[src/rtl/eci_bridge_pkg.sv]
package eci_bridge_pkg;

    // Bus and link widths
    localparam int ECI_ID_WIDTH      = 5;
    localparam int ECI_ADDR_WIDTH    = 40;
    localparam int ECI_WORD_WIDTH    = 64;
    localparam int ECI_LEN_WIDTH     = 8;

    // One AXI beat maps onto one cache line
    localparam int ECI_CL_SIZE_BYTES = 128;
    localparam int ECI_LINE_LSB      = $clog2(ECI_CL_SIZE_BYTES);
    localparam int ECI_LINE_WIDTH    = ECI_ADDR_WIDTH - ECI_LINE_LSB;

    // Aliasing folds a higher slice of the line index into its low bits
    localparam int ECI_ALIAS_BITS    = 8;
    localparam int ECI_ALIAS_SRC_LSB = 12;

    // Request opcodes on the virtual channel
    typedef enum logic [4:0] {
        ECI_CMD_MREQ_RLDD = 5'b00000,
        ECI_CMD_MREQ_RLDI = 5'b00001,
        ECI_CMD_MREQ_RLDT = 5'b00010
    } eci_opcode_e;

    // AXI read-address request
    typedef struct packed {
        logic [ECI_ID_WIDTH-1:0]   id;
        logic [ECI_ADDR_WIDTH-1:0] addr;
        logic [ECI_LEN_WIDTH-1:0]  len;
    } ar_req_t;

    // One cache-line request, line index not yet aliased
    typedef struct packed {
        logic [ECI_ID_WIDTH-1:0]   id;
        logic [ECI_LINE_WIDTH-1:0] line;
    } line_beat_t;

    // Read-line command word, MSB first
    typedef struct packed {
        eci_opcode_e               opcode;
        logic [ECI_ID_WIDTH-1:0]   rreq_id;
        logic [3:0]                dmask;
        logic                      ns;
        logic [15:0]               reserved;
        logic [ECI_LINE_WIDTH-1:0] address;
    } eci_rldt_t;

    // Low byte of the line index XORed with line bits 19:12
    function automatic logic [ECI_LINE_WIDTH-1:0] eci_alias_line(
        input logic [ECI_LINE_WIDTH-1:0] line
    );
        logic [ECI_LINE_WIDTH-1:0] aliased;

        aliased = line;
        aliased[ECI_ALIAS_BITS-1:0] = line[ECI_ALIAS_BITS-1:0]
                                    ^ line[ECI_ALIAS_SRC_LSB +: ECI_ALIAS_BITS];
        return aliased;
    endfunction

endpackage

[src/rtl/ar_burst_splitter.sv]
module ar_burst_splitter import eci_bridge_pkg::*; (
    input  logic       aclk,
    input  logic       aresetn,

    // AXI read-address channel
    input  ar_req_t    ar,
    input  logic       ar_valid,
    output logic       ar_ready,

    // One line request per beat
    output line_beat_t beat,
    output logic       beat_valid,
    input  logic       beat_ready
);

    typedef enum logic {
        ST_IDLE,
        ST_BURST
    } split_state_e;

    split_state_e              state;
    logic [ECI_ID_WIDTH-1:0]   id_q;
    logic [ECI_LINE_WIDTH-1:0] line_q;
    logic [ECI_LEN_WIDTH-1:0]  remaining_q;

    logic ar_fire;
    logic beat_fire;
    logic last_beat;

    // New requests only between bursts
    assign ar_ready   = (state == ST_IDLE);
    assign beat_valid = (state == ST_BURST);

    assign ar_fire   = ar_valid & ar_ready;
    assign beat_fire = beat_valid & beat_ready;
    assign last_beat = (remaining_q == '0);

    assign beat.id   = id_q;
    assign beat.line = line_q;

    // Control state
    always_ff @(posedge aclk) begin
        if (!aresetn) begin
            state       <= ST_IDLE;
            remaining_q <= '0;
        end else begin
            case (state)
                ST_IDLE: begin
                    if (ar_fire) begin
                        state       <= ST_BURST;
                        remaining_q <= ar.len;
                    end
                end
                ST_BURST: begin
                    if (beat_fire) begin
                        if (last_beat) begin
                            state <= ST_IDLE;
                        end else begin
                            remaining_q <= remaining_q - 1'b1;
                        end
                    end
                end
                default: begin
                    state <= ST_IDLE;
                end
            endcase
        end
    end

    // Burst payload, id held and line index stepping one per beat
    always_ff @(posedge aclk) begin
        if (ar_fire) begin
            id_q   <= ar.id;
            line_q <= ar.addr[ECI_ADDR_WIDTH-1:ECI_LINE_LSB];
        end else if (beat_fire && !last_beat) begin
            line_q <= line_q + 1'b1;
        end
    end

endmodule

[src/rtl/rd_cmd_encoder.sv]
module rd_cmd_encoder import eci_bridge_pkg::*; (
    input  logic       aclk,
    input  logic       aresetn,

    // Line requests from the splitter
    input  line_beat_t beat,
    input  logic       beat_valid,
    output logic       beat_ready,

    // Packed read-line commands toward the FIFO
    output eci_rldt_t  cmd,
    output logic       cmd_valid,
    input  logic       cmd_ready
);

    logic       advance;

    line_beat_t s1_beat;
    logic       s1_valid;

    eci_rldt_t  cmd_next;
    eci_rldt_t  cmd_q;
    logic       cmd_valid_q;

    // Whole pipeline moves as one, frozen while downstream is full
    assign advance    = cmd_ready;
    assign beat_ready = cmd_ready;

    // Stage one valid
    always_ff @(posedge aclk) begin
        if (!aresetn) begin
            s1_valid <= 1'b0;
        end else if (advance) begin
            s1_valid <= beat_valid;
        end
    end

    always_ff @(posedge aclk) begin
        if (advance) begin
            s1_beat <= beat;
        end
    end

    // Build the command between the two stages
    always_comb begin
        cmd_next.opcode   = ECI_CMD_MREQ_RLDT;
        cmd_next.rreq_id  = s1_beat.id;
        // Whole line requested, non-secure access
        cmd_next.dmask    = '1;
        cmd_next.ns       = 1'b1;
        cmd_next.reserved = '0;
        cmd_next.address  = eci_alias_line(s1_beat.line);
    end

    // Stage two valid
    always_ff @(posedge aclk) begin
        if (!aresetn) begin
            cmd_valid_q <= 1'b0;
        end else if (advance) begin
            cmd_valid_q <= s1_valid;
        end
    end

    always_ff @(posedge aclk) begin
        if (advance) begin
            cmd_q <= cmd_next;
        end
    end

    assign cmd       = cmd_q;
    assign cmd_valid = cmd_valid_q;

endmodule

[src/rtl/vc_fifo.sv]
module vc_fifo import eci_bridge_pkg::*; #(
    parameter int DEPTH = 8
) (
    input  logic                      aclk,
    input  logic                      aresetn,

    // Write side
    input  eci_rldt_t                 in_data,
    input  logic                      in_valid,
    output logic                      in_ready,

    // Virtual-channel side
    output logic [ECI_WORD_WIDTH-1:0] out_data,
    output logic                      out_valid,
    input  logic                      out_ready
);

    localparam int               PTR_W      = $clog2(DEPTH);
    localparam logic [PTR_W:0]   FULL_COUNT = (PTR_W + 1)'(DEPTH);

    eci_rldt_t        mem [DEPTH];
    logic [PTR_W-1:0] wr_ptr;
    logic [PTR_W-1:0] rd_ptr;
    logic [PTR_W:0]   count;

    logic full;
    logic wr_en;
    logic rd_en;

    assign full      = (count == FULL_COUNT);
    assign out_valid = (count != '0);

    // A full FIFO still takes a word when one leaves in the same cycle
    assign in_ready  = ~full | out_ready;

    assign wr_en = in_valid & in_ready;
    assign rd_en = out_valid & out_ready;

    assign out_data = mem[rd_ptr];

    always_ff @(posedge aclk) begin
        if (!aresetn) begin
            wr_ptr <= '0;
            rd_ptr <= '0;
            count  <= '0;
        end else begin
            if (wr_en) begin
                wr_ptr <= wr_ptr + 1'b1;
            end
            if (rd_en) begin
                rd_ptr <= rd_ptr + 1'b1;
            end
            case ({wr_en, rd_en})
                2'b10:   count <= count + 1'b1;
                2'b01:   count <= count - 1'b1;
                default: count <= count;
            endcase
        end
    end

    // Storage
    always_ff @(posedge aclk) begin
        if (wr_en) begin
            mem[wr_ptr] <= in_data;
        end
    end

endmodule

[src/rtl/axi_eci_rd_req.sv]
module axi_eci_rd_req import eci_bridge_pkg::*; #(
    parameter int VC_FIFO_DEPTH = 8
) (
    input  logic                      aclk,
    input  logic                      aresetn,

    // AXI read-address channel
    input  ar_req_t                   ar,
    input  logic                      ar_valid,
    output logic                      ar_ready,

    // Virtual channel toward the CPU
    output logic [ECI_WORD_WIDTH-1:0] vc_data,
    output logic                      vc_valid,
    input  logic                      vc_ready
);

    line_beat_t beat;
    logic       beat_valid;
    logic       beat_ready;

    eci_rldt_t  cmd;
    logic       cmd_valid;
    logic       cmd_ready;

    // Bursts into single line requests
    ar_burst_splitter u_splitter (
        .aclk       (aclk),
        .aresetn    (aresetn),
        .ar         (ar),
        .ar_valid   (ar_valid),
        .ar_ready   (ar_ready),
        .beat       (beat),
        .beat_valid (beat_valid),
        .beat_ready (beat_ready)
    );

    // Alias and pack
    rd_cmd_encoder u_encoder (
        .aclk       (aclk),
        .aresetn    (aresetn),
        .beat       (beat),
        .beat_valid (beat_valid),
        .beat_ready (beat_ready),
        .cmd        (cmd),
        .cmd_valid  (cmd_valid),
        .cmd_ready  (cmd_ready)
    );

    vc_fifo #(
        .DEPTH (VC_FIFO_DEPTH)
    ) u_vc_fifo (
        .aclk      (aclk),
        .aresetn   (aresetn),
        .in_data   (cmd),
        .in_valid  (cmd_valid),
        .in_ready  (cmd_ready),
        .out_data  (vc_data),
        .out_valid (vc_valid),
        .out_ready (vc_ready)
    );

endmodule

[config.mk]
export PLATFORM = sky130hd
export DESIGN_NAME = axi_eci_rd_req
export DESIGN_NICKNAME = d
export VERILOG_FILES = /design/src/rtl/eci_bridge_pkg.sv /design/src/rtl/ar_burst_splitter.sv /design/src/rtl/rd_cmd_encoder.sv /design/src/rtl/vc_fifo.sv /design/src/rtl/axi_eci_rd_req.sv
export SDC_FILE = /design/constraint.sdc
export NUM_CORES = 1
export LEC_CHECK = 0
export BUFFER_PORTS_ARGS = -buffer_cell sky130_fd_sc_hd__buf_2
export CAP_MARGIN = 20
export CORE_ASPECT_RATIO = 1.4
export CORE_MARGIN = 2
export CORE_UTILIZATION = 62
export DETAILED_ROUTE_END_ITERATION = 10
export GPL_TIMING_DRIVEN = 0
export PLACE_DENSITY_LB_ADDON = 0.1
export SYNTH_ARGS = -nofsm -noshare
export SYNTH_HDL_FRONTEND = slang
export SYNTH_HIERARCHICAL = 1
export SYNTH_SLANG_ARGS = --single-unit
[constraint.sdc]
create_clock -name aclk -period 11.7 [get_ports aclk]
set_input_delay 2.34 -clock aclk [delete_from_list [all_inputs] [get_ports aclk]]
set_output_delay 2.34 -clock aclk [all_outputs]
set_load 0.03 [all_outputs]
; After elaboration in Yosys (flattened, before gate mapping)
; Memory sizes are Yosys's and may differ from the RTL's. A register that Yosys moved wholly into a read port is not among the register bits.
; Cells that the tools add are included.
[totals]
out_inout_bits = 66
ramBits = 304
n_memories = 1
elab_cells = 56
ff_bits = 135
in_bits = 57
mem_bits_ro = 0
latchBits = 0
[classes]
n_eq_ne = 6
shifts = 0
magnitude_cmp = 0
mux = 15
multipliers = 0
add_sub_neg = 6
n_div = 0
reduce_logical = 7
n_bitwise = 8
[memory_table]
columns = memory, words, word_bits, rd, rd_ports_with_merged_regs, write_ports, line
row1 = u_vc_fifo.mem, 8, 38, 1, 1, 1, vc_fifo.sv:21  ; eci_rldt_t mem [DEPTH];
[ops]
columns = cell, n
row1 = $mux W33, 2
row2 = $add A33 B1 Y33 const B, 1
row3 = $mux W8, 3
row4 = $pmux W8 S2, 1
row5 = $logic_not A8 Y1, 1
row6 = $pmux W4 S2, 1
row7 = $sub A8 B1 Y8 const B, 1
row8 = $xor A8 B8 Y8, 1
row9 = $add A3 B1 Y3 const B, 2
row10 = $mux W3, 2
row11 = $ne A2 B2 Y1 const B, 3
row12 = $mux W1, 5
row13 = $add A4 B1 Y4 const B, 1
row14 = $and A1 B1 Y1, 4
row15 = $eq A4 B4 Y1 const B, 1
row16 = $reduce_bool A2 Y1, 2
row17 = $reduce_bool A4 Y1, 1
row18 = $sub A4 B1 Y4 const B, 1
row19 = $reduce_and A3 Y1, 1
row20 = $eq A2 B1 Y1 const B, 1
row21 = $eq A2 B2 Y1 const B, 1
row22 = $not A1 Y1, 2
row23 = $pmux W1 S2, 1
row24 = $logic_and A1 B1 Y1, 1
row25 = other kinds (2), 2

; Logic depth before layout (Yosys ltp)
[logic_depth]
depth_word = 7
depth_mapped = 10
ltp_nobuf = 10

; Cells and area by module
; The synthesis kept the hierarchy.
[modules_own_cells]
columns = mod, n_inst, area_each_um2, seq_area_each_um2, cells_per_inst
row1 = vc_fifo, 1, 19909.1, 15635.0, 813
row2 = ar_burst_splitter, 1, 2742.6, 1321.3, 282
row3 = rd_cmd_encoder, 1, 2635.0, 2322.2, 119

; Worst setup path before layout
; Ideal clock, no wire load.
[synth_path]
kind = in2reg
from = input port vc_ready
to = memory u_vc_fifo/mem[0][0] (netlist bit), enable pin
arrival_time_ns = 8.674
required_ns = 11.056
stages = 3
setup_ns = 0.644
slack_ns = 2.382
path_buffers = 0
path_cell_list = nand2b_1 > o21ai_4 > nor4_1
[synth_via]
elab_chain_cells = 4
[synth_rtl]
columns = item, line
row1 = start: declaration, axi_eci_rd_req.sv:15  ; input logic vc_ready
row2 = $or A1 B1 Y1, vc_fifo.sv:34  ; assign in_ready = ~full | out_ready;
row3 = $and A1 B1 Y1, vc_fifo.sv:36  ; assign wr_en = in_valid & in_ready;
row4 = $mux W1, vc_fifo.sv:63  ; if (wr_en) begin
row5 = $mux W1 (not written as such), vc_fifo.sv:64  ; mem[wr_ptr] <= in_data;
row6 = end: declaration, vc_fifo.sv:21
; No other way between the ends.

==> flow_metrics.env <==
export IMPL_outcome="complete, no violations"
export IMPL_die_w_um=175
export IMPL_final_layout_size_suffix_gt1_frac=0.340
export IMPL_gp_congestion=0.839
export IMPL_fin_skew_ns=0.0202
export IMPL_clock_sinks=650
export IMPL_grt_pass1_wl_um=72200
export IMPL_slew_headroom=0.427
export IMPL_post_drt_via_cell_ratio=5.83
export IMPL_required_ns=9.36
export IMPL_swShare=0.250
export IMPL_synth_top_family_by_area="multiplexers"
export IMPL_drv_slew=0
export IMPL_grt_start_max_net_pins=55
export IMPL_ir_worst_vdd_mv=0.149
export IMPL_ant_nets=0
export IMPL_wl_um=46300
export IMPL_synth_compound_area_share=0.0162
export IMPL_numPortBuffers=115
export IMPL_crit_slowest_cell="buf_1"
export IMPL_ys_flop_type="edfxtp_1"
export IMPL_wl_met2_um=23900
export IMPL_yosys_area_share_adder=0.00396
export IMPL_dpl_hpwl_um=30100
export IMPL_reg2reg_depth=9
export IMPL_setup_viol=0
export IMPL_power_internal_mw=4.15
export IMPL_numCtsBuffers=56
export IMPL_holdCritPathClass="flip-flop to flip-flop"
export IMPL_combPwrFrac=0.159
export IMPL_synthMuxAreaShare=0.145
export IMPL_holdPathEnd="u_encoder/cmd[32]"
export IMPL_met1_length_um=18900
export IMPL_worstSetupEndpointType="primary output"
export IMPL_fmax_mhz=193
export IMPL_dieArea_um2=42400
export IMPL_worst_pin_slew_ns=0.858
export IMPL_power_leakage_nw=9.59
export IMPL_die_h_um=243
export IMPL_hold_viol=0
export IMPL_antenna_cells=0
export IMPL_yosysWarnings=6
export IMPL_pwr_share_clk=0.307
export IMPL_drv_cap=0
export IMPL_clk_latency_ns=0.59
export IMPL_cts_setup_buffers=0
export IMPL_clockRootBuffer="clkbuf_16"
export IMPL_yosysUniqueCellTypes=59
export IMPL_p_switching_mw=1.39
export IMPL_wl_met3_um=2480
export IMPL_globalRouteOverflowTotal=0
export IMPL_core_um2=40300
export IMPL_cts_tree="yes"
export IMPL_critical_path_class="flip-flop to primary output"
export IMPL_drt_iter0_markers=860
export IMPL_path_cells="buf_2, buf_1, mux4_2, mux2_2, buf_2"
export IMPL_pwr_share_seq=0.533
export IMPL_min_delay_start="u_encoder/cmd_next[32]"
export IMPL_hold_depth=0
export IMPL_cpMostUsedCell="buf_2"
export IMPL_highest_layer="met4"
export IMPL_clockBufferDepth=3
export IMPL_worst_slack_ns=6.51
export IMPL_syn_to_final_growth_pct=14.6
export IMPL_post_cts_resized=0
export IMPL_rr_endpoint="u_vc_fifo/mem[4][23]"
export IMPL_ys_ff_latch=650
export IMPL_reg2reg_from="u_vc_fifo/count[1]"
export IMPL_final_cells=2042
export IMPL_crit_path_max_fanout=10
export IMPL_placed_cell_area_um2=27300
export IMPL_syn_area_um2=25300
export IMPL_syn_avg_cell_area_um2=20.8
export IMPL_cts_htree_levels=2
export IMPL_vias=11911
export IMPL_finalCriticalPeriod_ns=5.19
export IMPL_grt_util_all_layers=0.226
export IMPL_dp_cells=1939
export IMPL_synth_seq_area_share=0.762
export IMPL_yosys_area_share_simple=0.0354
export IMPL_synthCells=1214
export IMPL_cpPeakStageDelay_ns=0.67
export IMPL_routedWlPerCell_um=22.7
export IMPL_nets=1528
export IMPL_rows=87
export IMPL_synth_edf_count=626
export IMPL_rsz0062_at_grt="no"
export IMPL_async_flop_share=0
export IMPL_hold_ws_ns=0.416
export IMPL_dp_slack_ns=6.42
export IMPL_drtPass1Iterations=5
export IMPL_clkSlewWorstSetupHoldPaths_ns=0.07
export IMPL_fin_area_um2=29000
export IMPL_ctsHoldBuffers=0
export IMPL_power_per_cell_area_nw_per_um2=191
export IMPL_worstSetupStartpointType="flip-flop"
export IMPL_rrSetupSlack_ns=8.50
export IMPL_synthXorXnorAreaFrac=0.0156
export IMPL_start_util=0.628
export IMPL_antenna_found_initial=0
export IMPL_cp_data_arrival_time_ns=2.85
export IMPL_drc_errors=0
export IMPL_num_io_pins=123
export IMPL_grt_pass1_vias=12449
export IMPL_post_route_period_util=0.443
[cells in the mapped netlist (all sizes together) (3+ instances only)]
master | count | area, um2
xor2 | 36 | 315
nand3 | 17 | 97.6
a21oi | 7 | 35.0
xnor2 | 9 | 78.8
o21a | 3 | 23.8
mux2i | 5 | 50.1
edfxtp | 626 | 18800
o21ai | 37 | 196
nand2 | 65 | 249
and2 | 9 | 56.3
nand2b | 4 | 25.0
nor2 | 13 | 70.1
nor2b | 6 | 37.5
nor3 | 12 | 86.3
o211ai | 3 | 22.5
o2bb2ai | 4 | 35.0
inv | 8 | 30.0
mux4 | 128 | 2880
ha | 8 | 100
nand4b | 3 | 26.3
nand4 | 13 | 111
dfxtp | 24 | 480
mux2 | 65 | 732
a21boi | 5 | 37.5
clkbuf | 16 | 60.1
buf | 60 | 447
and3 | 10 | 62.6
[power groups by stage]
stage / Clock (mW) / Sequential, mW / Combinational [mW]
after detailed placement: 0 / 3.00 / 0.895
after global placement: 0 / 3.00 / 0.876
after CTS: 1.73 / 2.95 / 0.900
after floorplan: 0 / 2.95 / 0.690
after global routing: 1.82 / 2.98 / 0.953
final: 1.70 / 2.95 / 0.883
[cells by family (layout without fill, tap and decap cells)]
group,count (synthesis),after routing
flip-flops,650,650
other,2,26
adder cells (fa/ha/maj),8,8
AO/OA/AOI/OAI,66,66
multiplexers,198,198
buffers and inverters,84,354
XOR/XNOR,45,45
AND/OR/NAND/NOR,161,161
[layout make-up]
cell class	count	area (um2)
Tap cell	534	668
Timing Repair Buffer	167	1210
Sequential cell	650	19300
Multi-Input combinational cell	504	5610
Fill cell	2432	11300
Clock inverter	34	204
Inverter	8	30.0
Buffer	76	507
Clock buffer	69	1470
[per-layer routing]
metal / vias up / GRT usage
li1: 5371 / -
met3: 64 / 0.0370
met4: 0 / 0.0605
met1: 6162 / 0.306
met5: - / 0
met2: 314 / 0.389
[worst max-delay path by stage]
| stage | slack (ns) | end | start | cells past startpoint |
|---|---|---|---|---|
| after global routing | 6.40 | vc_data[17] | flip-flop | 4 |
| final | 6.51 | vc_data[3] | flip-flop | 5 |
| after floorplan | 2.38 | u_vc_fifo/mem[0][0] | vc_ready | 3 |
| after detailed placement | 6.42 | u_vc_fifo/mem[4][39] | vc_ready | 10 |
| after CTS | 6.40 | vc_data[17] | flip-flop | 4 |
| after global placement | -3.87 | u_vc_fifo/mem[0][40] | vc_ready | 4 |
[state kept, by name (all words and copies together) (netlist names), named ones only]
name,count
u_vc_fifo/wr_ptr,3
u_encoder/cmd_next,30
u_splitter/beat_valid,1
u_splitter/id_q,5
u_splitter/remaining_q,8
u_encoder/cmd_valid,1
u_vc_fifo/rd_ptr,3
u_encoder/cmd,38
u_encoder/s1_valid,1
u_vc_fifo/count,4
u_vc_fifo/mem,512
u_splitter/line_q,33
u_encoder/s1_beat,8
[critical path, delay by kind of cell, from the launching register on]
family	cells	cell delay, ns
muxes	2	0.72
buffers and inverters	3	1.18
DFF	1	0.36
[through the flow]
stage | setup TNS (ns) | utilization | power, mW
after floorplan | 0 | - | 3.64
after global placement | -477.53 | 0.661 | 3.87
after detailed placement | 0 | 0.678 | 3.90
after CTS | 0 | 0.720 | 5.59
after global routing | 0 | 0.720 | 5.75
final | 0 | 0.720 | 5.54
[cell usage in the layout (no fill, tap or decap), drive strengths merged, types with 3 or more instances in the layout]
cell,instances
conb,26
clkinv,31
o21ai,37
mux2i,5
nand2,65
nand2b,4
a21oi,7
o211ai,3
nand4b,3
and2,9
nand3,17
edfxtp,626
clkbuf,85
mux2,65
nor2b,6
o2bb2ai,4
a21boi,5
o21a,3
dfxtp,24
and3,10
nor2,13
xnor2,9
inv,8
nand4,13
buf,227
nor3,12
mux4,128
ha,8
xor2,36
No activity file was read; power rests on OpenSTA's default activity.
